## src/logic/datapath_defines.svh

```systemverilog
`ifndef DATAPATH_DEFINES_SVH
`define DATAPATH_DEFINES_SVH

// Data and instruction widths
`define WORD_WIDTH      16
`define INSTR_WIDTH     26
`define OPCODE_WIDTH    4
`define D_WIDTH         8
`define ADDR_WIDTH      7

// Each bank holds BANK_DEPTH words and maps its top index to the I/O port
`define BANK_DEPTH      128
`define IO_INDEX        7'd127

// --------------------------------------------------------------------------
// Opcodes, values 8 to 15 decode as NOP
// --------------------------------------------------------------------------

`define OP_NOP          4'd0
`define OP_ADD          4'd1
`define OP_SUB          4'd2
`define OP_AND          4'd3
`define OP_OR           4'd4
`define OP_XOR          4'd5
`define OP_PASS_A       4'd6
`define OP_MUL_LO       4'd7

`endif

```

## src/logic/operand_bank.sv

```systemverilog
`default_nettype none

`include "datapath_defines.svh"

module operand_bank #(
    // 0 answers D bank A, 1 answers D bank B
    parameter int BANK_SEL = 0
) (
    input  wire logic                     clock,
    input  wire logic                     arst_n,

    // Read side, presented in the issue cycle
    input  wire logic [`ADDR_WIDTH-1:0]   read_addr,
    input  wire logic                     read_is_io,
    input  wire logic [`WORD_WIDTH-1:0]   io_in,

    // Write side, presented two cycles after issue
    input  wire logic                     wren,
    input  wire logic                     write_is_io,
    input  wire logic [`ADDR_WIDTH-1:0]   write_index,
    input  wire logic [`WORD_WIDTH-1:0]   write_data,

    output logic [`WORD_WIDTH-1:0]        read_data,
    output logic                          io_wren,
    output logic [`WORD_WIDTH-1:0]        io_out
);

    logic [`WORD_WIDTH-1:0] mem [`BANK_DEPTH];
    logic [`WORD_WIDTH-1:0] ram_q;
    logic [`WORD_WIDTH-1:0] io_q;
    logic                   read_is_io_q;
    logic                   ram_wren;

    // --------------------------------------------------------------------------
    // Memory with registered read
    // --------------------------------------------------------------------------

    // The I/O index never reaches the memory, so its word stays untouched
    assign ram_wren = wren && !write_is_io;

    // A read and a write to the same index on one edge return the old word
    always_ff @(posedge clock) begin
        ram_q <= mem[read_addr];
        if (ram_wren) begin
            mem[write_index] <= write_data;
        end
    end

    // --------------------------------------------------------------------------
    // Input port capture and read select
    // --------------------------------------------------------------------------

    // The port word is taken at the end of the cycle that raised rden
    always_ff @(posedge clock) begin
        if (read_is_io) begin
            io_q <= io_in;
        end
    end

    always_ff @(posedge clock or negedge arst_n) begin
        if (!arst_n) begin
            read_is_io_q <= 1'b0;
        end else begin
            read_is_io_q <= read_is_io;
        end
    end

    assign read_data = read_is_io_q ? io_q : ram_q;

    // --------------------------------------------------------------------------
    // Output port
    // --------------------------------------------------------------------------

    // wren comes from a reset register, so this pulse is low out of reset
    assign io_wren = wren && write_is_io;
    assign io_out  = write_data;

endmodule

`default_nettype wire

```

## config.mk

```make
export PLATFORM = sky130hd
export DESIGN_NAME = operand_bank
export DESIGN_NICKNAME = d
export VERILOG_FILES = /design/src/logic/operand_bank.sv
export VERILOG_INCLUDE_DIRS = /design/src /design/src/logic
export SDC_FILE = /design/constraint.sdc
export NUM_CORES = 2
export LEC_CHECK = 0
export BUFFER_PORTS_ARGS = -buffer_cell sky130_fd_sc_hd__buf_2
export CELL_PAD_IN_SITES_DETAIL_PLACEMENT = 1
export CELL_PAD_IN_SITES_GLOBAL_PLACEMENT = 2
export CORE_MARGIN = 2
export CORE_UTILIZATION = 47
export DETAILED_ROUTE_END_ITERATION = 8
export PLACE_DENSITY_LB_ADDON = 0.1
export REMOVE_ABC_BUFFERS = 1
export SYNTH_ARGS = -nofsm -noshare
export SYNTH_HDL_FRONTEND = slang
export SYNTH_SLANG_ARGS = --single-unit
```

## constraint.sdc

```tcl
create_clock -name clock -period 1.9 [get_ports clock]
set_input_delay 0.285 -clock clock [delete_from_list [all_inputs] [get_ports clock]]
set_output_delay 0.285 -clock clock [all_outputs]
set_load 0.01 [all_outputs]
```

==> flow_summary.ini <==
[outcome]
status = complete, but fails checks
violations = setup timing

[setup_path]
worstReg2RegStart = mem[119][10]
timing.critical_path.buf_inv = 0
cp-endpoint = ram_q[10]
worstSetupPathType = flip-flop to flip-flop
start_kind = flip-flop
rrSetupSlack_ns = -0.67
crit_slowest_cell = mux4_2
r2r_end = ram_q[10]
max_stage_delay_ns = 0.64
critPathRequiredTime_ns = 2.63
critical_path_cell_count = 4
path_delay_family = multiplexers
end_kind = flip-flop
crit_chain = mux4_2 -> mux4_2 -> mux4_2 -> mux2_4
critical_path.max_fanout = 2
critPathLaunch = mem[119][10]
r2r_cells = 4
arrival_ns = 3.31
crit_path_frequent_cell = mux4_2

[power_and_ir_drop]
p_seq_share_pct = 52.1
internal-power_mw = 77.0
ir_worst_vdd_uv = 1020
switching_share_pct = 21.0
power.density_mw_per_mm2 = 1020
p_comb_share_pct = 5.7
p_clk_share_pct = 42.2
cellLeakagePower_nw = 30.0
fin_total_pwr_mw = 97.5
switchingPower_mw = 20.5

[clock_tree]
htreeDepth = 4
clock_latency_ns = 0.85
path_clk_slew_ns = 0.06
cts_tree = done
cts.sinks = 2081
cts_root_buffer = clkbuf_16
cts_setup_buffers = 0
cts_inserted_buffers = 210
clockBufferDepth = 3

[sta]
tightest_slew_ns = 0.743
finalSetupViolations = 32
post-route-period-util_pct = 135
finalClockSkew_ns = 0.0390
period_minus_slack_ns = 2.57
tns_ns = -14.71
timing.final.ws_setup_ns = -0.674
drv_slew = 0
holdWs_ns = 0.144
clock.fmax_mhz = 389
finalHoldViolCount = 0
rsz0062_at_grt = yes
maxSlewHeadroom_pct = 50.5

[grt]
grt_max_degree = 128
grt_use_total_pct = 25.4
gr-total-overflow = 0
grt_first_pass_wirelength_mm = 305
grt_pass1_vias = 39200
antenna_found_initial = 11

[detailed_routing]
vias = 37100
vias_per_cell = 6.11
wire_per_inst_um = 35.4
ant_nets = 0
firstDrtPassIters = 5
dr.first_iter.drc_count = 4508
drc = 0
wl_mm = 215

[yosys]
synth_warnings = 0
syn_area_per_cell_um2 = 25.3
synthDistinctLibCells = 21
netlist_instances = 3136
syn_area_mm2 = 0.0794
yosysSeqAreaShare_pct = 78.5
synth_seq_cells = 2081

[layout]
nets = 3738
area_growth_pct = 20.0
drive_gt1_share_pct = 40.5
fillers = 13700
fin_util_pct = 56.9
instances_no_fill = 6082

[floorplanning]
core_mm2 = 0.167
initial_utilization_pct = 47.4
die_area_mm2 = 0.172
die_x_um = 415
core.rowCount = 150
die_height_um = 415
pin_count = 84

[min_path]
min_path_type = input pin to flip-flop

[placement]
globalplace.congestion = 0.802
dp_hpwl_mm = 131
place_inst = 5642
io_buffers = 83

[run]
maxCapViolCount = 0
[cells in the final DEF, fill, tap and decap left out, drive strengths merged]
cell type	instances
nand4	3
inv	10
mux2	32
diode	7
nand3b	4
dlygate4sd3	37
nand2	9
nand3	9
clkbuf	268
nand2b	1
or3b	5
edfxtp	2064
bufinv	22
dfxtp	16
or3	1
mux4	672
clkinvlp	6
nor2b	5
clkinv	91
buf	483
dfrtp	1
nor2	131
and2	1
[power groups by stage]
| stage | sequential, mW | combinational [mW] | clock (mW) |
|---|---|---|---|
| 2_1_floorplan | 51.7 | 1.91 | 0 |
| 3_3_place_gp | 51.8 | 5.29 | 0 |
| 3_5_place_dp | 51.8 | 5.43 | 0 |
| 4_1_cts | 50.8 | 5.63 | 41.9 |
| 5_1_grt | 50.8 | 5.85 | 43.4 |
| 6_report | 50.8 | 5.57 | 41.1 |
[logic make-up after synthesis]
group	after synthesis	share of synthesized area, %
buffers and inverters	182	1.03
and+or+nand+nor	169	0.899
DFF	2081	78.5
muxes	704	19.5
[stage by stage]
step / worst slack, ns / area (um^2)
3_5_place_dp: -1.43 / 87700
3_3_place_gp: -1.40 / 87700
6_report: -0.674 / 95200
5_1_grt: -0.694 / 95200
2_1_floorplan: -0.351 / 78500
4_1_cts: -0.699 / 95200
[synth_stat cells (all sizes together)]
library cell | n | area (um^2)
nor2b | 5 | 31.3
or3 | 1 | 6.26
clkbuf | 90 | 338
mux4 | 672 | 15100
nand3b | 4 | 30.0
and2 | 1 | 6.26
nor2 | 131 | 492
buf | 91 | 478
nand2b | 1 | 6.26
mux2 | 32 | 360
or3b | 5 | 43.8
nand2 | 9 | 33.8
nand3 | 9 | 45.0
dfrtp | 1 | 25.0
nand4 | 3 | 18.8
dfxtp | 16 | 320
inv | 1 | 3.75
edfxtp | 2064 | 62000
[worst min-delay path by stage]
stage,depth (start not counted),endpoint,from
6_report,2,io_q[5],io_in[5]
5_1_grt,2,io_q[14],io_in[14]
4_1_cts,2,io_q[4],io_in[4]
3_5_place_dp,1,read_is_io_q,arst_n
3_3_place_gp,1,read_is_io_q,arst_n
2_1_floorplan,0,read_is_io_q,arst_n
[metal layers]
layer	vias to the layer above	global-route usage [%]	part of all wire, %
met5	-	0	0
met2	1420	40.8	49
met4	0	5.96	2.1
li1	14800	-	-
met3	226	4.51	7.4
met1	20700	36.6	42
[flip-flops by register name, summed over array words and instances, names as in the netlist]
signal and flops:
ram_q 16, read_is_io_q 1, io_q 16, mem 2048
[timing repair]
item                                    in CTS  in global routing
endpoints found under the hold margin      630                  0
gates cloned                                 0                  0
endpoints found under the setup margin      32                 32
hold buffers                                37                  0
resized for setup                           43                  1
[layout make-up]
type | count | area, um^2 | area share [%]
multi-input cells | 873 | 16500 | 17.3
flip-flops and latches | 2081 | 62300 | 65.5
clock buffers | 268 | 5620 | 5.90
well taps | 2204 | 2760 | 2.90
diodes | 7 | 17.5 | 0.0184
clock inverters | 128 | 1240 | 1.30
repair buffers | 520 | 6730 | 7.07
inverters | 1 | 3.75 | 0.00394
Note: power is estimated with default switching activity, not from simulation.
