[src/logic/datapath_defines.svh]
`ifndef DATAPATH_DEFINES_SVH
`define DATAPATH_DEFINES_SVH

// Data and instruction widths
`define WORD_WIDTH      16
`define INSTR_WIDTH     26
`define OPCODE_WIDTH    4
`define D_WIDTH         8
`define ADDR_WIDTH      7

// Each bank holds BANK_DEPTH words and maps its top index to the I/O port
`define BANK_DEPTH      128
`define IO_INDEX        7'd127

// --------------------------------------------------------------------------
// Opcodes, values 8 to 15 decode as NOP
// --------------------------------------------------------------------------

`define OP_NOP          4'd0
`define OP_ADD          4'd1
`define OP_SUB          4'd2
`define OP_AND          4'd3
`define OP_OR           4'd4
`define OP_XOR          4'd5
`define OP_PASS_A       4'd6
`define OP_MUL_LO       4'd7

`endif

[src/logic/datapath_pkg.sv]
`default_nettype none

`include "datapath_defines.svh"

package datapath_pkg;

    // The D operand is one address with two readings: a flat 8-bit value,
    // or a bank select bit above the index inside that bank
    typedef union packed {
        logic [`D_WIDTH-1:0] raw;
        struct packed {
            logic                   bank;
            logic [`ADDR_WIDTH-1:0] index;
        } fields;
    } d_operand_u;

endpackage

`default_nettype wire

[src/logic/alu.sv]
`default_nettype none

`include "datapath_defines.svh"

module alu import datapath_pkg::*; (
    input  wire logic                     clock,
    input  wire logic                     arst_n,
    input  wire logic [`OPCODE_WIDTH-1:0] op,
    input  wire d_operand_u               d,
    input  wire logic [`WORD_WIDTH-1:0]   a,
    input  wire logic [`WORD_WIDTH-1:0]   b,

    output logic [`WORD_WIDTH-1:0]        result,
    output logic                          c_out,
    output d_operand_u                    d_out
);

    logic [`WORD_WIDTH:0]   sum;
    logic [`WORD_WIDTH:0]   diff;
    logic [`WORD_WIDTH-1:0] mul_lo;
    logic [`WORD_WIDTH-1:0] result_next;
    logic                   carry_next;

    // One extra bit holds the carry of the add and the borrow of the subtract
    assign sum    = {1'b0, a} + {1'b0, b};
    assign diff   = {1'b0, a} - {1'b0, b};
    assign mul_lo = a * b;

    // --------------------------------------------------------------------------
    // Operation select
    // --------------------------------------------------------------------------

    always_comb begin
        result_next = '0;
        carry_next  = 1'b0;
        case (op)
            `OP_ADD: begin
                result_next = sum[`WORD_WIDTH-1:0];
                carry_next  = sum[`WORD_WIDTH];
            end
            `OP_SUB: begin
                result_next = diff[`WORD_WIDTH-1:0];
                carry_next  = diff[`WORD_WIDTH];
            end
            `OP_AND:    result_next = a & b;
            `OP_OR:     result_next = a | b;
            `OP_XOR:    result_next = a ^ b;
            `OP_PASS_A: result_next = a;
            `OP_MUL_LO: result_next = mul_lo;
            // NOP and the unused codes leave zeros
            default: begin
            end
        endcase
    end

    // --------------------------------------------------------------------------
    // Output register, D travels with the result it addresses
    // --------------------------------------------------------------------------

    always_ff @(posedge clock or negedge arst_n) begin
        if (!arst_n) begin
            result <= '0;
            c_out  <= 1'b0;
            d_out  <= '0;
        end else begin
            result <= result_next;
            c_out  <= carry_next;
            d_out  <= d;
        end
    end

endmodule

`default_nettype wire

[config.mk]
export PLATFORM = sky130hd
export DESIGN_NAME = alu
export DESIGN_NICKNAME = d
export VERILOG_FILES = /design/src/logic/datapath_pkg.sv /design/src/logic/alu.sv
export VERILOG_INCLUDE_DIRS = /design/src /design/src/logic
export SDC_FILE = /design/constraint.sdc
export NUM_CORES = 1
export LEC_CHECK = 0
export ABC_AREA = 1
export BUFFER_PORTS_ARGS = -buffer_cell sky130_fd_sc_hd__buf_2
export CORE_UTILIZATION = 50
export CTS_CLUSTER_DIAMETER = 200
export DETAILED_ROUTE_END_ITERATION = 8
export PLACE_DENSITY = 0.72
export SYNTH_ARGS = -nofsm -noshare
export SYNTH_HDL_FRONTEND = slang
export SYNTH_SLANG_ARGS = --single-unit
[constraint.sdc]
create_clock -name clock -period 0.8 [get_ports clock]
set_input_delay 0.16 -clock clock [delete_from_list [all_inputs] [get_ports clock]]
set_output_delay 0.16 -clock clock [all_outputs]
set_load 0.005 [all_outputs]
==> impl_results.md, run 1 <==
- Hold path start: d[6]
- # fillers: 981
- TritonCTS clock tree: built
- Max-slew headroom at the worst pin: 73.5%
- Share of total power in the clock network: 4.0%
- CP endpoint kind: register
- Die Height: 126 µm
- Number of remaining DRC errors: 4
- Synth Area in Adders: 37.5%
- Tmin final: 4.63 ns
- I/O Pins: 71
- Antenna Violating Nets Remaining: 0
- Clock Path Buffers: 2
- Synth Area in Simple Gates: 23.6%
- Complex-gate fraction of the synthesized area: 12.5%
- Sw Pwr: 0.0152 W
- RSZ-0062 raised after global routing: yes
- Critical Path Start Type: input pin
- Setup crit start: b[1]
- Die width: 126 µm
- Mapped Cells: around 1100
- Ys async rst share: 100%
- P&R area growth vs syn: 50.9%
- Static leakage: 6.43 nW
- Vias: approximately 8800
- Most frequent cells in the layout: 254 x nand2_1, 249 x inv_1, 220 x buf_4
- CP max FO: 8
- Ant diodes: 0
- Post-synth EDFFs: 0
- Commonest non-fill, non-tap cell in the layout: nand2_1
- CTS sink count: 25
- Final nets: 1662
- Dpl cell area: 0.0101 mm²
- Total core area: 0.0147 mm²
- Seq/Total Area, Yosys: under 10%
- CTS Buf Count: 3
- Max Cap Violations: 0
- Final GP Congestion: 0.985
- Fmax: 0.216 GHz
- Crit path arrival time: 4.79 ns
- Multiplexer share of the synthesized area: 0%
- Pin count of the biggest net entering global routing: 26
- Logic pwr share: approximately 90%
- Most frequently used flop master after synthesis: dfrtp_1
- #FFs+latches synth: 25
- Detailed Route WL: 29800 µm
- Initial antenna violation count: 0
- Kind of critical path: in -> reg
- Rows: 44
- Iteration-0 DRC Markers: 820
- Port bufs: 70
- Status: complete, but fails checks
- Switching Fraction: 51.3%
- Cells after DPL: 1581
- Post-route cell area: 0.0115 mm²
- Worst EP required: 0.97 ns
- GRT Util Overall: 35.5%
- P_int: around 0.014 W
- Syn avg cell area: 6.73 µm²
- Final Hold Violating Endpoints: 0
- Largest family of logic cells by synthesized area: adder cells
- Sequential group share of total power: 5.2%
- First-pass GRT wire length: 43300 µm
- Mapped Area: 0.00763 mm²
- Min-delay worst type: in -> reg
- DPL Wire Length: around 22000 µm
- Routed vias/inst: around 5.5
- Clk root buf: clkbuf_16
- Post-route setup slack: -3.83 ns
- Final setup violation count: between 40 and 50
- Worst Max-Slew Pin Slew: between 0.3 and 0.4 ns
- Syn Nets: 1359
- Full die area: 0.0158 mm²
- Final std cells w/o fill: 1619
- Layout cells sized above 1: 38.0%
- Vias in the first global route: 8552
- Unique masters post-synth: 46
- GRT overflow: 0
- Final Max Tran Viols: 0
- Maximum VDD drop: 3.32 mV
- Tcrit/Tclk final: 578%
- Syn. warnings: 0
- Drt first pass iters: 9
- Routed len/inst: 18.4 µm
- Starting Density: about half
- Pwr Density: 2570 mW/mm²
- Failing checks: design-rule violations, negative setup slack
- Synth Area in XOR/XNOR: 1.03%
- H-tree depth: 1
- Clock-pin slew on the worst setup and hold paths: 0.08 ns
==> path summary, 6_finish.rpt <==
kind | endpoint | slack (ns) | cells past startpoint
worst max-delay path | result[13]$_DFF_PN0_ | -3.83 | 22
max in group asynchronous | result[8]$_DFF_PN0_ | 0.27 | 3
worst min-delay path | d_out[6]$_DFF_PN0_ | 0.002 | 1
min in group asynchronous | result[11]$_DFF_PN0_ | 0.36 | 3
==> sequential cells by signal, indices dropped and copies added (netlist names) <==
| name | flops |
|---|---|
| result | 16 |
| c_out | 1 |
| d_out | 8 |
==> synthesized netlist by cell type (3+ instances only) <==
cell | n | area (µm²)
xnor2_1 | 3 | 26.3
o21a_1 | 3 | 22.5
ha_1 | 99 | 1240
buf_2 | 14 | 70.1
nand2_2 | 3 | 18.8
clkbuf_1 | 14 | 52.6
or2_1 | 3 | 18.8
buf_4 | 5 | 37.5
o21bai_1 | 6 | 45.0
dfrtp_1 | 25 | 626
o21ai_0 | 28 | 140
nand2_1 | 286 | 1070
nor3_1 | 6 | 30.0
xor2_1 | 6 | 52.6
a21oi_1 | 57 | 285
nand4_1 | 9 | 56.3
nor2_1 | 43 | 161
fa_1 | 81 | 1620
a21oi_2 | 5 | 43.8
o22ai_1 | 15 | 93.8
a221oi_1 | 9 | 78.8
inv_1 | 287 | 1080
o21ai_2 | 3 | 26.3
nand3_1 | 65 | 325
inv_2 | 10 | 37.5
a211oi_1 | 3 | 22.5
o2111ai_1 | 3 | 26.3
o21ai_1 | 7 | 35.0
o211ai_1 | 7 | 52.6
==> through the flow <==
step / hold slack (ns) / power (W) / setup slack, ns / utilization (%) / TNS, ns
floorplan: -0.136 / 0.0157 / -3.78 / - / -42.99
global placement: 0.109 / 0.0218 / -4.17 / 68.6 / -52.03
detailed placement: 0.111 / 0.0225 / -4.27 / 68.6 / -52.76
CTS: 0.000827 / 0.0260 / -3.79 / 74.2 / -47.93
global route: 0.000565 / 0.0322 / -4.04 / 78.3 / -50.29
finish: 0.00174 / 0.0296 / -3.83 / 78.3 / -48.32
==> cells by family after synthesis <==
| group | Yosys count |
|---|---|
| flip-flops | 25 |
| adder cells (fa/ha/maj) | 180 |
| AND/OR/NAND/NOR | 428 |
| XOR/XNOR | 9 |
| AO/OA/AOI/OAI | 155 |
| buffers and inverters | 336 |
==> critical path, cell delays in order <==
cell	delay (ns)
buf_8	0.14
nand2_2	0.08
fa_1	0.53
fa_1	0.56
inv_1	0.05
fa_1	0.49
fa_1	0.44
fa_1	0.49
inv_1	0.05
fa_1	0.52
inv_2	0.05
ha_4	0.26
buf_6	0.10
nand2_4	0.06
a21oi_1	0.17
nor2_1	0.09
nand3_2	0.09
a21oi_1	0.07
o21ai_1	0.13
nand3_1	0.11
nor2_1	0.10
nand2_1	0.06
==> power by group through the flow <==
| stage | clock network (W) | registers, W | logic [W] |
|---|---|---|---|
| 2_1_floorplan | 0 | 0.00157 | 0.0142 |
| 3_3_place_gp | 0 | 0.00155 | 0.0202 |
| 3_5_place_dp | 0 | 0.00156 | 0.0209 |
| 4_1_cts | 0.00118 | 0.00153 | 0.0233 |
| 5_1_grt | 0.00122 | 0.00154 | 0.0294 |
| 6_report | 0.00119 | 0.00153 | 0.0269 |
==> layout make-up <==
type / count / area [µm²] / share of cell area, %
well taps: 184 / 230 / 2.00
clock inverters: 1 / 7.51 / 0.0652
inverters: 301 / 1170 / 10.2
flip-flops and latches: 25 / 626 / 5.43
clock buffers: 3 / 75.1 / 0.652
multi-input cells: 772 / 6650 / 57.7
repair buffers: 333 / 2760 / 24.0
==> per-layer routing <==
metal  track usage (%)  vias to the layer above  part of all wire, %  routed length (µm)
li1                  -                     4073                    -                   -
met5                 0                        -                    0                   0
met3              6.08                      141                  9.4                2800
met1              45.1                     4105                   38               11300
met4              14.4                        0                  5.4                1630
met2              60.0                      509                   47               14100
==> timing repair <==
item                                    in CTS  in global routing
cloned                                       0                  1
hold buffers                                 6                  1
endpoints found under the setup margin      42                 42
endpoints found under the hold margin       30                  1
pin swaps                                   51                 72
resized for setup                          148                106
buffers inserted                            11                 15
Power figures use the tool's default switching activity.
==> inputs of run 2 (changes only) <==
CORE_UTILIZATION = 35   (was 50)
PLACE_DENSITY = 0.54   (was 0.72)
==> impl_results.md, run 2 (synthesis results as in run 1) <==
- Status: complete, but fails checks (unchanged)
- Failing checks: negative setup slack (was design-rule violations, negative setup slack)
- Max-slew headroom at the worst pin: 72.8% (was 73.5%)
- Port bufs: 70 (unchanged)
- Drt first pass iters: 5 (was 9)
- Static leakage: 6.46 nW (was 6.43 nW)
- Final nets: 1666 (was 1662)
- Worst Max-Slew Pin Slew: 0.409 ns (was 0.397 ns)
- Biggest regs: result: 16 flops, d_out: 8 flops, c_out: 1 flops (unchanged)
- Antenna Violating Nets Remaining: 0 (unchanged)
- FF/Latch Area: 626 µm² (unchanged)
- Maximum VDD drop: 3.37 mV (was 3.32 mV)
- Final GP Congestion: 0.926 (was 0.985)
- Worst EP required: 0.96 ns (was 0.97 ns)
- Biggest register: result (unchanged)
- Final setup violation count: 42 (unchanged)
- Fmax: 0.219 GHz (was 0.216 GHz)
- Final Max Tran Viols: 0 (unchanged)
- First-pass GRT wire length: 42700 µm (was 43300 µm)
- Max Cap Violations: 0 (unchanged)
- Commonest non-fill, non-tap cell in the layout: nand2_1 (unchanged)
- GRT overflow: 0 (unchanged)
- Number of remaining DRC errors: 0 (was 4)
- Die width: 150 µm (was 126 µm)
- Iteration-0 DRC Markers: 541 (was 820)
- Worst hold slack: 0.359 ns (was 0.00174 ns)
- Pin count of the biggest net entering global routing: 26 (unchanged)
- Starting Density: 35.9% (was 51.9%)
- P&R area growth vs syn: 50.9% (about the same)
- Clock-pin slew on the worst setup and hold paths: 0.08 ns (about the same)
- Initial antenna violation count: 0 (unchanged)
- GRT Util Overall: 24.9% (was 35.5%)
- Die Height: 150 µm (was 126 µm)
- Post-route setup slack: -3.76 ns (was -3.83 ns)
- Pwr Density: 2580 mW/mm² (was 2570 mW/mm²)
- Rows: 53 (was 44)
- Vias in the first global route: 8229 (was 8552)
- CTS Buf Count: 3 (unchanged)
- Kind of critical path: in -> reg (unchanged)
- CP max FO: 7 (was 8)
- Routed len/inst: 16.0 µm (was 18.4 µm)
- DPL Wire Length: 22900 µm (was 22100 µm)
- Tcrit/Tclk final: 570% (was 578%)
- Total core area: 0.0212 mm² (was 0.0147 mm²)
- Detailed Route WL: 27400 µm (was 29800 µm)
- RSZ-0062 raised after global routing: yes (unchanged)
- TritonCTS clock tree: built (unchanged)
- Ant diodes: 0 (unchanged)
- Min-delay worst type: in -> async (was in -> reg)
- CTS sink count: 25 (unchanged)
- Crit path arrival time: 4.73 ns (was 4.79 ns)
- Tmin final: 4.56 ns (was 4.63 ns)
- Routed vias/inst: 4.82 (was 5.45)
- Final std cells w/o fill: 1714 (was 1619)
- Most frequent cells in the layout: 260 x nand2_1, 251 x inv_1, 226 x buf_4 (was 254 x nand2_1, 249 x inv_1, 220 x buf_4)
- # fillers: 2041 (was 981)
- Final Hold Violating Endpoints: 0 (unchanged)
- H-tree depth: 1 (unchanged)
- Cells after DPL: 1684 (was 1581)
- CP endpoint kind: register (unchanged)
- I/O Pins: 71 (unchanged)
- Vias: 8255 (was 8828)
- Critical Path Start Type: input pin (unchanged)
- Full die area: 0.0224 mm² (was 0.0158 mm²)
- Layout cells sized above 1: 36.3% (was 38.0%)
- Fin util: 54.2% (was 78.3%)
- Multi-input logic area: 0.00651 mm² (was 0.00665 mm²)
- Clock Path Buffers: 2 (unchanged)
- Number of flip-flops in the largest register: 16 (unchanged)
- Clk root buf: clkbuf_16 (unchanged)
[run 2: changes by cell type in the layout (fill, tap and decap cells not counted), moves of 3 or more]
cell / before / now
a21oi_1: 44 / 50
a21oi_2: 16 / 10
buf_12: 13 / 16
buf_2: 48 / 52
buf_4: 220 / 226
buf_6: 35 / 25
ha_1: 56 / 64
ha_4: 37 / 29
nand2_1: 254 / 260
nand2_2: 28 / 22
[run 2: per-layer routing]
metal  track usage [%]  vias up  part of all wire (%)
met4              4.34        0                   1.5
met2              42.2      245                    47
met1              34.6     3893                    47
met3              2.07       34                   5.1
met5                 0        -                     0
li1                  -     4083                     -
[run 2: worst paths after layout]
check                       start  cells past startpoint  slack (ns)                   end
worst max-delay path         b[6]                     23       -3.76  result[13]$_DFF_PN0_
worst min-delay path       arst_n                      3        0.36  result[10]$_DFF_PN0_
max in group asynchronous  arst_n                      3        0.28   result[9]$_DFF_PN0_
min in group clock          op[3]                      5        0.38   result[0]$_DFF_PN0_
[run 2: report_power, final]
group	switching, W	internal [W]	total [W]
Combinational	0.0144	0.0126	0.0269
Sequential	0.0000835	0.00146	0.00155
Clock	0.000498	0.000684	0.00118
[run 2: timing repair]
item,4_1_cts,5_1_grt
setup endpoints to repair,42,42
resized for setup,178,37
hold endpoints to repair,30,3
pin swaps,49,46
hold buffers,6,3
setup buffers,9,7
cloned,0,1
[run 2: layout make-up]
| cell class | instances | area share (%) |
|---|---|---|
| multi-input combinational | 772 | 56.5 |
| clock buffer | 4 | 0.685 |
| sequential | 25 | 5.44 |
| tap | 275 | 2.99 |
| inverter | 301 | 10.1 |
| timing repair buffer | 337 | 24.3 |
[run 2: worst max-delay path, cell delays in order]
cell and delay [ns]:
buf_12 0.12, nand2_4 0.06, inv_2 0.03, fa_1 0.52, inv_1 0.05, fa_1 0.52
fa_2 0.44, fa_1 0.49, inv_1 0.05, fa_1 0.49, inv_2 0.04, fa_1 0.53
inv_2 0.05, ha_4 0.30, nand2_4 0.07, nor2_4 0.09, nand3_2 0.09, nand3_2 0.10
a21oi_1 0.06, o21ai_1 0.15, nand3_1 0.11, nor2_1 0.12, nand2_1 0.06
[run 2: stage by stage]
stage | power (W) | setup TNS (ns) | worst slack, ns | instance area, µm²
global placement | 0.0229 | -52.22 | -4.19 | 10300
floorplan | 0.0157 | -42.99 | -3.78 | 8100
finish | 0.0297 | -47.61 | -3.76 | 11500
CTS | 0.0273 | -47.44 | -3.69 | 11200
global route | 0.0327 | -50.19 | -3.95 | 11500
detailed placement | 0.0232 | -52.63 | -4.27 | 10300
==> inputs of run 3 (changes only) <==
PLACE_DENSITY = 0.52   (was 0.54)
clock period = 5.1 ns   (was 0.8 ns; I/O delays follow)
==> impl_results.md, run 3 (synthesis results as in run 1) <==
- Ant diodes: 0 (unchanged)
- Die Height: 150 µm (unchanged)
- RSZ-0062 raised after global routing: yes (unchanged)
- Switching Fraction: 53.4% (was 50.4%)
- Logic pwr share: 89.9% (was 90.8%)
- Clock Path Buffers: 2 (unchanged)
- Tmin final: 5.40 ns
- Max Cap Violations: 0 (unchanged)
- Drt first pass iters: 7 (was 5)
- Tcrit/Tclk final: 106%
- Most frequent cells in the layout: 273 x nand2_1, 269 x inv_1, 99 x buf_4 (was 260 x nand2_1, 251 x inv_1, 226 x buf_4)
- CTS sink count: 25 (unchanged)
- Static leakage: 5.57 nW (was 6.46 nW)
- Rows: 53 (unchanged)
- DPL Wire Length: 21400 µm (was 22900 µm)
- Worst hold slack: 0.756 ns (was 0.359 ns)
- Pin count of the biggest net entering global routing: 26 (unchanged)
- Final TNS setup: -1.31 ns (was -47.61 ns)
- Kind of critical path: in -> reg (unchanged)
- Number of flip-flops in the largest register: 16 (unchanged)
- Maximum VDD drop: 0.572 mV (was 3.37 mV)
- Cells after DPL: 1537 (was 1684)
- CP endpoint kind: register (unchanged)
- Final GP Congestion: 0.921 (was 0.926)
- Fmax: 0.185 GHz
- Die width: 150 µm (unchanged)
- CP max FO: 5 (was 7)
- Post-route cell area: 0.00960 mm² (was 0.0115 mm²)
- Full die area: 0.0224 mm² (unchanged)
- Clk root buf: clkbuf_16 (unchanged)
- Final Hold Violating Endpoints: 0 (unchanged)
- Sw Pwr: 0.00224 W (was 0.0150 W)
- Crit path arrival time: 5.56 ns (was 4.73 ns)
- CTS Buf Count: 3 (unchanged)
- Final nets: 1502 (was 1666)
- Setup crit end: result[12]$_DFF_PN0_ (was result[13]$_DFF_PN0_)
- Number of remaining DRC errors: 0 (unchanged)
- Share of total power in the clock network: 4.4% (was 4.0%)
- Commonest non-fill, non-tap cell in the layout: nand2_1 (unchanged)
- Total power: 0.00419 W (was 0.0297 W)
- P&R area growth vs syn: 25.9% (was 50.9%)
- Routed vias/inst: 4.87 (was 4.82)
- Biggest register: result (unchanged)
- Detailed Route WL: 25300 µm (was 27400 µm)
- Biggest regs: result: 16 flops, d_out: 8 flops, c_out: 1 flops (unchanged)
- Vias in the first global route: 7307 (was 8229)
- Iteration-0 DRC Markers: 539 (was 541)
- Starting Density: 35.9% (unchanged)
- Port bufs: 70 (unchanged)
- Pwr Density: 437 mW/mm² (was 2580 mW/mm²)
- Layout cells sized above 1: 23.5% (was 36.3%)
- Sequential group share of total power: 5.7% (was 5.2%)
- Failing checks: negative setup slack (unchanged)
- GRT overflow: 0 (unchanged)
- Worst Max-Slew Pin Slew: 0.785 ns (was 0.409 ns)
- Post-route setup slack: -0.299 ns (was -3.76 ns)
- Total core area: 0.0212 mm² (unchanged)
- Critical Path Start Type: input pin (unchanged)
- Clock-pin slew on the worst setup and hold paths: 0.07 ns (was 0.08 ns)
- I/O Pins: 71 (unchanged)
- Setup crit start: a[5] (was b[6])
- Dpl cell area: 0.00900 mm² (was 0.0103 mm²)
- GRT Util Overall: 23.4% (was 24.9%)
- Final std cells w/o fill: 1550 (was 1714)
- Initial antenna violation count: 0 (unchanged)
- H-tree depth: 1 (unchanged)
- P_int: 0.00195 W (was 0.0147 W)
- Vias: 7542 (was 8255)
- Status: complete, but fails checks (unchanged)
- Worst EP required: 5.26 ns (was 0.96 ns)
- Final Max Tran Viols: 0 (unchanged)
- Max-slew headroom at the worst pin: 47.6% (was 72.8%)
- Routed len/inst: 16.4 µm (was 16.0 µm)
- Min-delay worst type: in -> async (unchanged)
- TritonCTS clock tree: built (unchanged)
- First-pass GRT wire length: 39800 µm (was 42700 µm)
- Antenna Violating Nets Remaining: 0 (unchanged)
- Final setup violation count: 7 (was 42)
[run 3: cell types whose count changed in the layout (fill, tap and decap cells not counted), sizes merged]
cell | previous run | this run
dlygate4sd3 | 9 | 0
buf | 327 | 172
clkinv | 4 | 5
clkbuf | 5 | 4
[run 3: how the worst min path moves through the flow]
stage,start,endpoint,slack (ns),depth (start not counted)
after global routing,arst_n,d_out[7]$_DFF_PN0_,0.81,1
after detailed placement,arst_n,result[0]$_DFF_PN0_,1.07,1
after floorplan,arst_n,c_out$_DFF_PN0_,0.72,0
after CTS,arst_n,result[0]$_DFF_PN0_,0.77,1
after global placement,arst_n,result[0]$_DFF_PN0_,1.06,1
final,arst_n,result[0]$_DFF_PN0_,0.76,1
[run 3: timing repair]
action / 4_1_cts / 5_1_grt
pin swaps: 24 / 40
setup buffers: 5 / 4
hold buffers: 0 / 0
endpoints found under the setup margin: 9 / 10
resized for setup: 57 / 66
[run 3: power by group through the flow]
stage          clock (W)  sequential, W  combinational, W
6_report        0.000184       0.000239           0.00377
2_1_floorplan          0       0.000246           0.00214
3_5_place_dp           0       0.000243           0.00306
4_1_cts         0.000188       0.000239           0.00331
5_1_grt         0.000197       0.000241           0.00421
3_3_place_gp           0       0.000242           0.00305
[run 3: per-layer routing]
layer	share of wire, %	up-vias	GRT usage (%)
met5	0	-	0
met3	4.8	15	1.68
met4	0.76	0	1.79
li1	-	3739	-
met1	49	3590	35.3
met2	45	198	37.4
[run 3: worst max-delay path, stage by stage]
cell,delay (ns)
buf_12,0.12
ha_4,0.17
xnor2_2,0.15
ha_2,0.17
o21bai_1,0.09
inv_1,0.08
fa_1,0.55
fa_1,0.43
fa_1,0.49
inv_1,0.05
fa_1,0.47
inv_1,0.05
fa_1,0.49
inv_2,0.05
ha_4,0.26
inv_2,0.08
o21ai_4,0.07
a31oi_2,0.16
nand3_2,0.11
o21ai_2,0.17
o211ai_1,0.12
nor2_1,0.16
nand2_1,0.06
[run 3: per-stage QoR]
stage                     setup WS, ns  utilization, %
after floorplan                 -0.344               -
after global placement          -0.825            42.4
after detailed placement        -0.777            42.4
after CTS                       -0.328            43.8
after global routing            -0.526            45.2
final                           -0.299            45.2
[run 3: area by class of cell]
class | count | area [µm²]
sequential | 25 | 626
fill | 2237 | 11600
tap | 275 | 344
multi-input combinational | 772 | 6110
clock buffer | 3 | 75.1
clock inverter | 1 | 5.00
inverter | 301 | 1140
timing repair buffer | 173 | 1300
