==> config.mk <==
export PLATFORM = sky130hd
export DESIGN_NAME = issue_stage
export DESIGN_NICKNAME = d
export VERILOG_FILES = /design/src/logic/datapath_pkg.sv /design/src/logic/issue_stage.sv
export VERILOG_INCLUDE_DIRS = /design/src /design/src/logic
export SDC_FILE = /design/constraint.sdc
export NUM_CORES = 1
export LEC_CHECK = 0
export ABC_CLOCK_PERIOD_IN_PS = 1300
export BUFFER_PORTS_ARGS = -buffer_cell sky130_fd_sc_hd__buf_2
export CAP_MARGIN = 15
export CELL_PAD_IN_SITES_DETAIL_PLACEMENT = 0
export CELL_PAD_IN_SITES_GLOBAL_PLACEMENT = 1
export CORE_ASPECT_RATIO = 1.1
export CORE_MARGIN = 3
export CORE_UTILIZATION = 25
export CTS_CLUSTER_DIAMETER = 60
export DETAILED_ROUTE_END_ITERATION = 10
export PLACE_DENSITY_LB_ADDON = 0.12
export SETUP_SLACK_MARGIN = 0.3
export SYNTH_ARGS = -nofsm -noshare
export SYNTH_HDL_FRONTEND = slang
export SYNTH_SLANG_ARGS = --single-unit
export TNS_END_PERCENT = 10
==> constraint.sdc <==
create_clock -name clock -period 1.3 [get_ports clock]
set_input_delay 0.065 -clock clock [delete_from_list [all_inputs] [get_ports clock]]
set_output_delay 0.065 -clock clock [all_outputs]
set_load 0.1 [all_outputs]
==> src/logic/datapath_defines.svh <==
`ifndef DATAPATH_DEFINES_SVH
`define DATAPATH_DEFINES_SVH

// Data and instruction widths
`define WORD_WIDTH      16
`define INSTR_WIDTH     26
`define OPCODE_WIDTH    4
`define D_WIDTH         8
`define ADDR_WIDTH      7

// Each bank holds BANK_DEPTH words and maps its top index to the I/O port
`define BANK_DEPTH      128
`define IO_INDEX        7'd127

// --------------------------------------------------------------------------
// Opcodes, values 8 to 15 decode as NOP
// --------------------------------------------------------------------------

`define OP_NOP          4'd0
`define OP_ADD          4'd1
`define OP_SUB          4'd2
`define OP_AND          4'd3
`define OP_OR           4'd4
`define OP_XOR          4'd5
`define OP_PASS_A       4'd6
`define OP_MUL_LO       4'd7

`endif

==> src/logic/datapath_pkg.sv <==
`default_nettype none

`include "datapath_defines.svh"

package datapath_pkg;

    // The D operand is one address with two readings: a flat 8-bit value,
    // or a bank select bit above the index inside that bank
    typedef union packed {
        logic [`D_WIDTH-1:0] raw;
        struct packed {
            logic                   bank;
            logic [`ADDR_WIDTH-1:0] index;
        } fields;
    } d_operand_u;

endpackage

`default_nettype wire

==> src/logic/issue_stage.sv <==
`default_nettype none

`include "datapath_defines.svh"

module issue_stage import datapath_pkg::*; (
    input  wire logic                     clock,
    input  wire logic                     arst_n,
    input  wire logic [`INSTR_WIDTH-1:0]  instr,
    input  wire logic                     a_io_in_ef,
    input  wire logic                     b_io_in_ef,
    input  wire logic                     a_io_out_ef,
    input  wire logic                     b_io_out_ef,

    output logic                          io_ready,
    output logic                          a_io_rden,
    output logic                          b_io_rden,
    output logic [`ADDR_WIDTH-1:0]        a_read_addr,
    output logic [`ADDR_WIDTH-1:0]        b_read_addr,
    output logic                          a_read_is_io,
    output logic                          b_read_is_io,
    output logic [`OPCODE_WIDTH-1:0]      op,
    output d_operand_u                    d,
    output logic                          a_wren,
    output logic                          b_wren,
    output logic                          a_write_is_io,
    output logic                          b_write_is_io
);

    // Field positions, from the least significant end: B, A, D, opcode
    localparam int A_LSB  = `ADDR_WIDTH;
    localparam int D_LSB  = 2 * `ADDR_WIDTH;
    localparam int OP_LSB = D_LSB + `D_WIDTH;

    logic [`OPCODE_WIDTH-1:0] op_raw;
    d_operand_u               d_raw;
    logic [`ADDR_WIDTH-1:0]   a_raw;
    logic [`ADDR_WIDTH-1:0]   b_raw;
    logic                     out_room;
    logic                     stall_cond;

    logic [`OPCODE_WIDTH-1:0] op_k;
    d_operand_u               d_k;
    logic                     is_write;
    logic [1:0]               wren_s0;
    logic [1:0]               io_s0;
    logic [1:0]               wren_s1;
    logic [1:0]               io_s1;
    logic [1:0]               wren_s2;
    logic [1:0]               io_s2;

    assign op_raw    = instr[OP_LSB +: `OPCODE_WIDTH];
    assign d_raw.raw = instr[D_LSB +: `D_WIDTH];
    assign a_raw     = instr[A_LSB +: `ADDR_WIDTH];
    assign b_raw     = instr[0 +: `ADDR_WIDTH];

    // --------------------------------------------------------------------------
    // I/O readiness, any blocked port annuls the whole instruction
    // --------------------------------------------------------------------------

    assign out_room   = d_raw.fields.bank ? b_io_out_ef : a_io_out_ef;
    assign stall_cond = ((a_raw == `IO_INDEX) && !a_io_in_ef) ||
                        ((b_raw == `IO_INDEX) && !b_io_in_ef) ||
                        ((d_raw.fields.index == `IO_INDEX) && !out_room);
    assign io_ready   = !stall_cond;

    // An annulled instruction becomes all zeros
    assign op_k        = io_ready ? op_raw : `OP_NOP;
    assign d_k.raw     = io_ready ? d_raw.raw : '0;
    assign a_read_addr = io_ready ? a_raw : '0;
    assign b_read_addr = io_ready ? b_raw : '0;

    assign a_read_is_io = (a_read_addr == `IO_INDEX);
    assign b_read_is_io = (b_read_addr == `IO_INDEX);
    assign a_io_rden    = a_read_is_io;
    assign b_io_rden    = b_read_is_io;

    // Only opcodes 1 to 7 write back
    assign is_write   = (op_k != `OP_NOP) && (op_k <= `OP_MUL_LO);
    assign wren_s0[0] = is_write && !d_k.fields.bank;
    assign wren_s0[1] = is_write && d_k.fields.bank;
    assign io_s0      = wren_s0 & {2{d_k.fields.index == `IO_INDEX}};

    // --------------------------------------------------------------------------
    // Op and D go to the ALU, write control waits two cycles for the result
    // --------------------------------------------------------------------------

    always_ff @(posedge clock or negedge arst_n) begin
        if (!arst_n) begin
            op      <= `OP_NOP;
            d       <= '0;
            wren_s1 <= '0;
            io_s1   <= '0;
            wren_s2 <= '0;
            io_s2   <= '0;
        end else begin
            op      <= op_k;
            d       <= d_k;
            wren_s1 <= wren_s0;
            io_s1   <= io_s0;
            wren_s2 <= wren_s1;
            io_s2   <= io_s1;
        end
    end

    assign a_wren        = wren_s2[0];
    assign b_wren        = wren_s2[1];
    assign a_write_is_io = io_s2[0];
    assign b_write_is_io = io_s2[1];

endmodule

`default_nettype wire

==> impl_results.html, run 1 <==
<table>
<tr><th>Metric</th><th>Value</th></tr>
<tr><th colspan="2">Clock network</th></tr>
<tr><td>Clk Latency, worst-skew pair</td><td>0.29 ns</td></tr>
<tr><td>Root Buffer</td><td>sky130_fd_sc_hd__clkbuf_4</td></tr>
<tr><td>Clock H-tree levels</td><td>1</td></tr>
<tr><td>Clock sink total</td><td>20</td></tr>
<tr><td>Clock Pin Slew Worst Setup and Hold Paths</td><td>0.10 ns</td></tr>
<tr><td>Cts bufs inserted</td><td>3</td></tr>
<tr><td>Clock tree from TritonCTS</td><td>done</td></tr>
<tr><td>Largest buffer count on any clock path</td><td>2</td></tr>
<tr><th colspan="2">Power</th></tr>
<tr><td>PD cells</td><td>858 mW/mm^2</td></tr>
<tr><td>Combinational group share of total power</td><td>43.6%</td></tr>
<tr><td>Sequential Power Share</td><td>37.2%</td></tr>
<tr><td>Worst voltage drop across the vdd grid</td><td>0.287 mV</td></tr>
<tr><td>Leakage</td><td>0.00100 uW</td></tr>
<tr><td>Clock group share of total power</td><td>19.2%</td></tr>
<tr><td>Reported net switching power</td><td>672 uW</td></tr>
<tr><td>Internal power summed over all cells</td><td>1100 uW</td></tr>
<tr><td>Sw Ratio</td><td>37.9%</td></tr>
<tr><th colspan="2">Global routing</th></tr>
<tr><td>Global-route wire length before repair</td><td>3990 um</td></tr>
<tr><td>Global routing usage summed across all routing layers</td><td>11.1%</td></tr>
<tr><td>Total overflow reported by the global router</td><td>0</td></tr>
<tr><td>Vias in the first global route</td><td>934</td></tr>
<tr><td>Number of antenna violations at the first check in global routing</td><td>0</td></tr>
<tr><td>Pin count of the biggest net entering global routing</td><td>21</td></tr>
<tr><th colspan="2">Synthesis</th></tr>
<tr><td>Share of the synthesized area in compound gates (AO/OA/AOI/OAI)</td><td>3.01%</td></tr>
<tr><td>Sequential cell area fraction in the yosys report</td><td>54.8%</td></tr>
<tr><td>Post-synth top area share</td><td>54.8%</td></tr>
<tr><td>Synth Net Count</td><td>105</td></tr>
<tr><td>Leading register cell type out of synthesis</td><td>sky130_fd_sc_hd__dfrtp_1</td></tr>
<tr><td>Yosys Warn Count</td><td>0</td></tr>
<tr><td>Average cell area after synthesis</td><td>12.5 um^2</td></tr>
<tr><td>Register bit total from synthesis</td><td>20</td></tr>
<tr><td>Most area-hungry cell type in the Yosys netlist</td><td>sky130_fd_sc_hd__dfrtp_1</td></tr>
<tr><td>Proportion of synthesized area in mux cells</td><td>0%</td></tr>
<tr><td>Simple-gate area share of the yosys netlist</td><td>36.0%</td></tr>
<tr><td>Combinational family with the most area after synthesis</td><td>simple AND/OR/NAND/NOR gates</td></tr>
<tr><td>Async set or reset register ratio after synthesis</td><td>100%</td></tr>
<tr><td>Post-synthesis cell area</td><td>913 um^2</td></tr>
<tr><td>Synth Area in Adders</td><td>0%</td></tr>
<tr><td>Netlist cell types</td><td>21</td></tr>
<tr><td>Post-Synth XOR/XNOR Area</td><td>0%</td></tr>
<tr><td>Count of flip-flops with a built-in enable after synthesis</td><td>0</td></tr>
<tr><td>Leading post-synthesis cells by cell area</td><td>sky130_fd_sc_hd__dfrtp_1 55%, sky130_fd_sc_hd__and2_1 14%, sky130_fd_sc_hd__and2_4 3.8%</td></tr>
<tr><td>Post-synthesis instance total</td><td>73</td></tr>
<tr><th colspan="2">Timing</th></tr>
<tr><td>Setup WS post-layout</td><td>-0.0402 ns</td></tr>
<tr><td>Hold Worst Slack</td><td>0.0116 ns</td></tr>
<tr><td>Setup repair after global routing missed its margin</td><td>yes</td></tr>
<tr><td>Worst slew margin</td><td>72.4%</td></tr>
<tr><td>Count of final setup violators</td><td>4</td></tr>
<tr><td>Final cycle utilization of the critical path</td><td>103%</td></tr>
<tr><td>Maximum clock frequency</td><td>746 MHz</td></tr>
<tr><td>Slew at the pin with the worst max-slew slack</td><td>0.414 ns</td></tr>
<tr><td>Maximum clock skew at final layout</td><td>0.000273 ns</td></tr>
<tr><td>Slew Viols, Final</td><td>0</td></tr>
<tr><td>Final critical-path required period</td><td>1.34 ns</td></tr>
<tr><td>Number of failing hold endpoints at the final stage</td><td>0</td></tr>
<tr><th colspan="2">Critical path</th></tr>
<tr><td>Endpoint kind of the worst setup timing path</td><td>output port</td></tr>
<tr><td>Cell type group with the largest total delay on the critical path</td><td>simple AND/OR/NAND/NOR gates</td></tr>
<tr><td>Crit path largest cell delay</td><td>0.29 ns</td></tr>
<tr><td>Sort of element at the start of the critical path</td><td>input pin</td></tr>
<tr><td>Data required time at the worst endpoint</td><td>1.24 ns</td></tr>
<tr><td>Crit Path Max Fanout</td><td>5</td></tr>
<tr><td>Worst EP arrival</td><td>1.28 ns</td></tr>
<tr><td>Sum of buffers and inverters on the critical path</td><td>3</td></tr>
<tr><td>Cells along the critical path</td><td>buf_6 -&gt; nand4_1 -&gt; nor4_4 -&gt; nor3_4 -&gt; nor4b_4 -&gt; buf_4 -&gt; buf_12</td></tr>
<tr><td>Critical path class</td><td>in2out</td></tr>
<tr><td>Cell type of the slowest stage on the worst timing path</td><td>sky130_fd_sc_hd__nor3_4</td></tr>
<tr><th colspan="2">Route</th></tr>
<tr><td>Number of remaining DRC errors</td><td>0</td></tr>
<tr><td>Total iterations of the first detailed-routing run</td><td>4</td></tr>
<tr><td>Via count</td><td>863</td></tr>
<tr><td>Residual antenna-violating net count after detailed routing</td><td>0</td></tr>
<tr><td>Detailed-route wire length per cell</td><td>11.6 um</td></tr>
<tr><td>Iter 0 DRT Violations</td><td>20</td></tr>
<tr><td>Total Wirelength</td><td>2440 um</td></tr>
<tr><td>Number of vias per cell after detailed routing</td><td>4.09</td></tr>
<tr><th colspan="2">Finish</th></tr>
<tr><td>Count of filler cells inserted in the layout</td><td>305</td></tr>
<tr><td>Proportion of layout cells with a drive suffix above 1</td><td>70.6%</td></tr>
<tr><td>Area taken by multi-input logic gates</td><td>462 um^2</td></tr>
<tr><td>Share of the core filled with cells in the final layout</td><td>60.6%</td></tr>
<tr><td>Net count of the finished layout</td><td>196</td></tr>
<tr><td>Ant. Diodes</td><td>0</td></tr>
<tr><td>Area added between synthesis and finish</td><td>126%</td></tr>
<tr><td>Storage cell area</td><td>500 um^2</td></tr>
<tr><th colspan="2">Floorplan</th></tr>
<tr><td>Die outline area</td><td>0.00442 mm^2</td></tr>
<tr><td>Number of placed I/O pins</td><td>67</td></tr>
<tr><td>Number of core rows</td><td>22</td></tr>
<tr><td>Initial Utilization</td><td>26.8%</td></tr>
<tr><td>Die height</td><td>69.4 um</td></tr>
<tr><td>Standard cell core area</td><td>0.00341 mm^2</td></tr>
<tr><td>Die Wd</td><td>63.6 um</td></tr>
<tr><th colspan="2">Run status</th></tr>
<tr><td>Run status</td><td>complete, but fails checks</td></tr>
<tr><td>Violations in the final reports</td><td>setup timing</td></tr>
<tr><th colspan="2">Placed design</th></tr>
<tr><td>Number of buffer cells added on primary ports</td><td>66</td></tr>
<tr><td>Final HPWL from detailed placement</td><td>1960 um</td></tr>
<tr><td>Placer congestion estimate</td><td>0.649</td></tr>
<tr><th colspan="2">Worst hold path</th></tr>
<tr><td>Worst hold path class</td><td>in2reg</td></tr>
<tr><th colspan="2">Job</th></tr>
<tr><td>Reported max-cap violation count</td><td>0</td></tr>
</table>
[area by class of cell]
cell class              count  area share, %
repair buffers             91           48.4
flip-flops and latches     20           24.2
multi-input cells          46           22.3
well taps                  48           2.91
clock buffers               4           1.76
inverters                   2          0.363
[flip-flops by register name, indices dropped and copies added (netlist names)]
register / cells
d: 8
op: 4
io_s1: 2
io_s2: 2
wren_s1: 2
wren_s2: 2
[power groups by stage]
| stage | Combinational, uW | Clock [uW] | Sequential, uW |
|---|---|---|---|
| final | 773 | 340 | 661 |
| after global routing | 799 | 378 | 663 |
| after CTS | 747 | 350 | 656 |
| after detailed placement | 681 | 0 | 667 |
| after global placement | 676 | 0 | 667 |
| after floorplan | 258 | 0 | 849 |
[path summary, 6_finish.rpt]
| path | slack (ns) | end | startpoint | cells past startpoint |
|---|---|---|---|---|
| setup / recovery | -0.04 | a_io_rden | instr[10] | 7 |
| hold / removal | 0.01 | d[2] | instr[16] | 2 |
| setup reg to reg | 0.83 | wren_s2[0] | wren_s1[0] | 0 |
| hold reg to reg | 0.36 | wren_s2[1] | wren_s1[1] | 0 |
| max in group asynchronous | 0.78 | op[2] | arst_n | 2 |
| min in group asynchronous | 0.23 | op[3] | arst_n | 2 |
[timing repair]
action | CTS | global route
hold endpoints to repair | 25 | 0
pin swaps | 15 | 5
resized for setup | 39 | 24
buffers inserted | 2 | 1
hold buffers | 6 | 0
setup endpoints to repair | 51 | 51
[routing by layer]
layer	global-route usage (%)	vias to the layer above	share of wire [%]
met5	0	-	0
met2	20.2	43	55
met4	5.04	0	1.1
met1	11.3	393	34
li1	-	425	-
met3	3.89	2	10
[metrics by stage]
stage | instances | total power [uW] | area (um^2) | worst slack [ns] | setup TNS (ns)
finish | 211 | 1770 | 2070 | -0.0402 | -0.156
global route | 211 | 1840 | 2070 | -0.122 | -0.933
CTS | 210 | 1750 | 1950 | -0.0845 | -0.639
detailed placement | 198 | 1350 | 1710 | -0.183 | -3.87
global placement | 198 | 1340 | 1710 | -0.140 | -2.72
floorplan | 73 | 1110 | 953 | -0.924 | -7.95
[synthesized netlist by cell type, types with 2 or more instances]
library cell,count
sky130_fd_sc_hd__nand4_1,3
sky130_fd_sc_hd__inv_1,2
sky130_fd_sc_hd__and2_1,20
sky130_fd_sc_hd__nand2_1,2
sky130_fd_sc_hd__buf_4,2
sky130_fd_sc_hd__buf_6,3
sky130_fd_sc_hd__and3_1,2
sky130_fd_sc_hd__and2_4,4
sky130_fd_sc_hd__dfrtp_1,20
sky130_fd_sc_hd__nor4_1,3
sky130_fd_sc_hd__and3b_1,2
[cells in the final DEF, fill, tap and decap left out, drive strengths merged]
cell type,synthesis,final
buf,5,85
and2,24,24
dfrtp,20,20
dlygate4sd3,0,6
nor4,5,5
clkbuf,0,4
nand4,3,3
inv,2,2
nand2,2,2
and3b,2,2
nor4b,2,2
and3,2,2
nor3,2,2
nand3,1,1
nor2b,1,1
a2111oi,1,1
nor2,1,1
[kinds of logic after synthesis]
kind of cell / count (synthesis)
buffers and inverters: 7
DFF: 20
and+or+nand+nor: 45
AOI/OAI and AO/OA: 1
(Power assumes the default switching activity.)
==> run 2, diff against run 1 <==
BUFFER_PORTS_ARGS = unset   (was -buffer_cell sky130_fd_sc_hd__buf_2)
CORE_UTILIZATION = 38   (was 25)
DONT_BUFFER_PORTS = 1   (was unset)
PLACE_DENSITY_LB_ADDON = 0.08   (was 0.12)
==> impl_results.html, run 2 (synthesized netlist as in run 1, its figures left out) <==
<table>
<tr><th>Metric</th><th>Value</th></tr>
<tr><th colspan="2">Critical path</th></tr>
<tr><td>Critical path class</td><td>in2out</td></tr>
<tr><td>Worst EP arrival</td><td>1.25 ns</td></tr>
<tr><td>Endpoint kind of the worst setup timing path</td><td>output port</td></tr>
<tr><td>Data required time at the worst endpoint</td><td>1.24 ns</td></tr>
<tr><td>Crit Path Max Fanout</td><td>5</td></tr>
<tr><td>Sort of element at the start of the critical path</td><td>input pin</td></tr>
<tr><th colspan="2">Clock network</th></tr>
<tr><td>Clock H-tree levels</td><td>1</td></tr>
<tr><td>Cts bufs inserted</td><td>3</td></tr>
<tr><td>Clock tree from TritonCTS</td><td>done</td></tr>
<tr><td>Clk Latency, worst-skew pair</td><td>0.28 ns</td></tr>
<tr><td>Root Buffer</td><td>sky130_fd_sc_hd__clkbuf_4</td></tr>
<tr><td>Largest buffer count on any clock path</td><td>2</td></tr>
<tr><td>Clock Pin Slew Worst Setup and Hold Paths</td><td>0.09 ns</td></tr>
<tr><td>Clock sink total</td><td>20</td></tr>
<tr><th colspan="2">Floorplan</th></tr>
<tr><td>Die Wd</td><td>52.7 um</td></tr>
<tr><td>Number of placed I/O pins</td><td>67</td></tr>
<tr><td>Standard cell core area</td><td>0.00227 mm^2</td></tr>
<tr><td>Die outline area</td><td>0.00303 mm^2</td></tr>
<tr><td>Initial Utilization</td><td>40.2%</td></tr>
<tr><td>Number of core rows</td><td>18</td></tr>
<tr><td>Die height</td><td>57.4 um</td></tr>
<tr><th colspan="2">Power</th></tr>
<tr><td>Reported net switching power</td><td>630 uW</td></tr>
<tr><td>Internal power summed over all cells</td><td>975 uW</td></tr>
<tr><td>Sw Ratio</td><td>39.3%</td></tr>
<tr><td>Worst voltage drop across the vdd grid</td><td>0.609 mV</td></tr>
<tr><td>Combinational group share of total power</td><td>42.6%</td></tr>
<tr><td>Design Power</td><td>1610 uW</td></tr>
<tr><td>Sequential Power Share</td><td>41.0%</td></tr>
<tr><td>Leakage</td><td>0.000828 uW</td></tr>
<tr><td>Clock group share of total power</td><td>16.3%</td></tr>
<tr><td>PD cells</td><td>897 mW/mm^2</td></tr>
<tr><th colspan="2">Timing</th></tr>
<tr><td>Setup WS post-layout</td><td>-0.0115 ns</td></tr>
<tr><td>Number of failing hold endpoints at the final stage</td><td>0</td></tr>
<tr><td>Maximum clock frequency</td><td>763 MHz</td></tr>
<tr><td>Setup repair after global routing missed its margin</td><td>yes</td></tr>
<tr><td>Worst slew margin</td><td>44.2%</td></tr>
<tr><td>Final cycle utilization of the critical path</td><td>101%</td></tr>
<tr><td>Maximum clock skew at final layout</td><td>0.0000522 ns</td></tr>
<tr><td>Final critical-path required period</td><td>1.31 ns</td></tr>
<tr><td>Slew Viols, Final</td><td>0</td></tr>
<tr><td>Count of final setup violators</td><td>1</td></tr>
<tr><td>Slew at the pin with the worst max-slew slack</td><td>0.834 ns</td></tr>
<tr><th colspan="2">Global routing</th></tr>
<tr><td>Pin count of the biggest net entering global routing</td><td>21</td></tr>
<tr><td>Vias in the first global route</td><td>818</td></tr>
<tr><td>Number of antenna violations at the first check in global routing</td><td>0</td></tr>
<tr><td>Total overflow reported by the global router</td><td>0</td></tr>
<tr><td>Global-route wire length before repair</td><td>3660 um</td></tr>
<tr><td>Global routing usage summed across all routing layers</td><td>16.3%</td></tr>
<tr><th colspan="2">Run status</th></tr>
<tr><td>Violations in the final reports</td><td>setup timing</td></tr>
<tr><td>Run status</td><td>complete, but fails checks</td></tr>
<tr><th colspan="2">Finish</th></tr>
<tr><td>Leading cell type in the layout, fill and taps excluded</td><td>sky130_fd_sc_hd__buf_4</td></tr>
<tr><td>Count of filler cells inserted in the layout</td><td>141</td></tr>
<tr><td>Register ranked first by flip-flop count</td><td>d</td></tr>
<tr><td>Proportion of layout cells with a drive suffix above 1</td><td>52.6%</td></tr>
<tr><td>Ant. Diodes</td><td>0</td></tr>
<tr><td>Commonest cells after routing, fill and taps aside</td><td>23 x sky130_fd_sc_hd__buf_4, 20 x sky130_fd_sc_hd__dfrtp_1, 17 x sky130_fd_sc_hd__and2_1</td></tr>
<tr><td>Flip-flop count of the largest register, all copies and words added</td><td>8</td></tr>
<tr><td>Largest registers</td><td>d x8, op x4</td></tr>
<tr><td>Finished Layout Cells</td><td>165</td></tr>
<tr><td>Area added between synthesis and finish</td><td>96.0%</td></tr>
<tr><td>Net count of the finished layout</td><td>169</td></tr>
<tr><td>Storage cell area</td><td>500 um^2</td></tr>
<tr><td>Area taken by multi-input logic gates</td><td>432 um^2</td></tr>
<tr><th colspan="2">Placed design</th></tr>
<tr><td>Placer congestion estimate</td><td>0.643</td></tr>
<tr><td># placed instances</td><td>146</td></tr>
<tr><td>Final HPWL from detailed placement</td><td>1810 um</td></tr>
<tr><td>Number of buffer cells added on primary ports</td><td>0</td></tr>
<tr><th colspan="2">Route</th></tr>
<tr><td>Routed length on met1</td><td>714 um</td></tr>
<tr><td>Number of vias per cell after detailed routing</td><td>4.86</td></tr>
<tr><td>Residual antenna-violating net count after detailed routing</td><td>0</td></tr>
<tr><td>Total iterations of the first detailed-routing run</td><td>4</td></tr>
<tr><td>Length of routed met2 wiring</td><td>1450 um</td></tr>
<tr><td>Iter 0 DRT Violations</td><td>9</td></tr>
<tr><td>Via count</td><td>802</td></tr>
<tr><td>Detailed-route wire length per cell</td><td>14.9 um</td></tr>
<tr><td>Top sig layer</td><td>met4</td></tr>
<tr><td>Met3 Wirelength</td><td>283 um</td></tr>
<tr><td>Total Wirelength</td><td>2460 um</td></tr>
<tr><td>Number of remaining DRC errors</td><td>0</td></tr>
<tr><th colspan="2">Job</th></tr>
<tr><td>Reported max-cap violation count</td><td>0</td></tr>
<tr><th colspan="2">Worst hold path</th></tr>
<tr><td>Worst hold path class</td><td>in2reg</td></tr>
</table>
-- run 2: changes by cell type in the layout (fill, tap and decap cells not counted), sizes merged --
cell         before  now
buf              85   51
clkbuf            4    3
dlygate4sd3       6   13
-- run 2: path summary, 6_finish.rpt --
| path | from | slack (ns) | cells after the start | endpoint |
|---|---|---|---|---|
| max | a_io_out_ef | -0.01 | 6 | a_read_addr[3] |
| min | instr[25] | 0.02 | 2 | wren_s1[1] |
| max reg2reg | wren_s1[0] | 0.83 | 0 | wren_s2[0] |
| min reg2reg | io_s1[0] | 0.35 | 0 | io_s2[0] |
| max in group asynchronous | arst_n | 0.46 | 1 | op[3] |
| min in group asynchronous | arst_n | 0.32 | 1 | d[4] |
-- run 2: repair_timing --
item / CTS / global route
hold buffers: 13 / 0
endpoints found under the hold margin: 36 / 0
pin swaps: 3 / 2
setup endpoints to repair: 19 / 26
buffers inserted: 2 / 1
resized for setup: 6 / 10
-- run 2: routing by layer --
layer | GRT usage (%) | vias to the layer above
met4 | 5.47 | 0
met1 | 14.9 | 383
li1 | - | 367
met5 | 0 | -
met2 | 31.6 | 50
met3 | 6.27 | 2
-- run 2: cell type report --
| type | count | share of cell area [%] |
|---|---|---|
| inverters | 2 | 0.419 |
| clock buffers | 3 | 1.26 |
| repair buffers | 64 | 44.2 |
| well taps | 30 | 2.10 |
| flip-flops and latches | 20 | 28.0 |
| multi-input cells | 46 | 24.1 |
-- run 2: critical path, stage by stage --
cell,delay (ns)
sky130_fd_sc_hd__nor2b_2,0.15
sky130_fd_sc_hd__a2111oi_4,0.40
sky130_fd_sc_hd__nor3_4,0.10
sky130_fd_sc_hd__buf_4,0.16
sky130_fd_sc_hd__and2_1,0.19
sky130_fd_sc_hd__buf_12,0.17
-- run 2: metrics by stage --
step | area (um^2) | setup TNS, ns | hold slack, ns | setup WS (ns) | util (%)
final | 1790 | -0.0115 | 0.0151 | -0.0115 | 78.7
after global routing | 1790 | -0.497 | 0.0135 | -0.0768 | 78.7
after CTS | 1750 | 0 | 0.0185 | 0.00471 | 76.8
after detailed placement | 1560 | -0.827 | -0.230 | -0.0650 | 68.4
after global placement | 1560 | -0.595 | -0.230 | -0.0460 | 68.4
after floorplan | 953 | -7.95 | -0.231 | -0.924 | -
-- run 2: power by group through the flow --
stage | Clock, uW | Sequential (uW) | Combinational, uW
floorplan | 0 | 849 | 258
global placement | 0 | 668 | 621
detailed placement | 0 | 669 | 625
CTS | 270 | 656 | 676
global route | 300 | 662 | 704
finish | 262 | 659 | 684
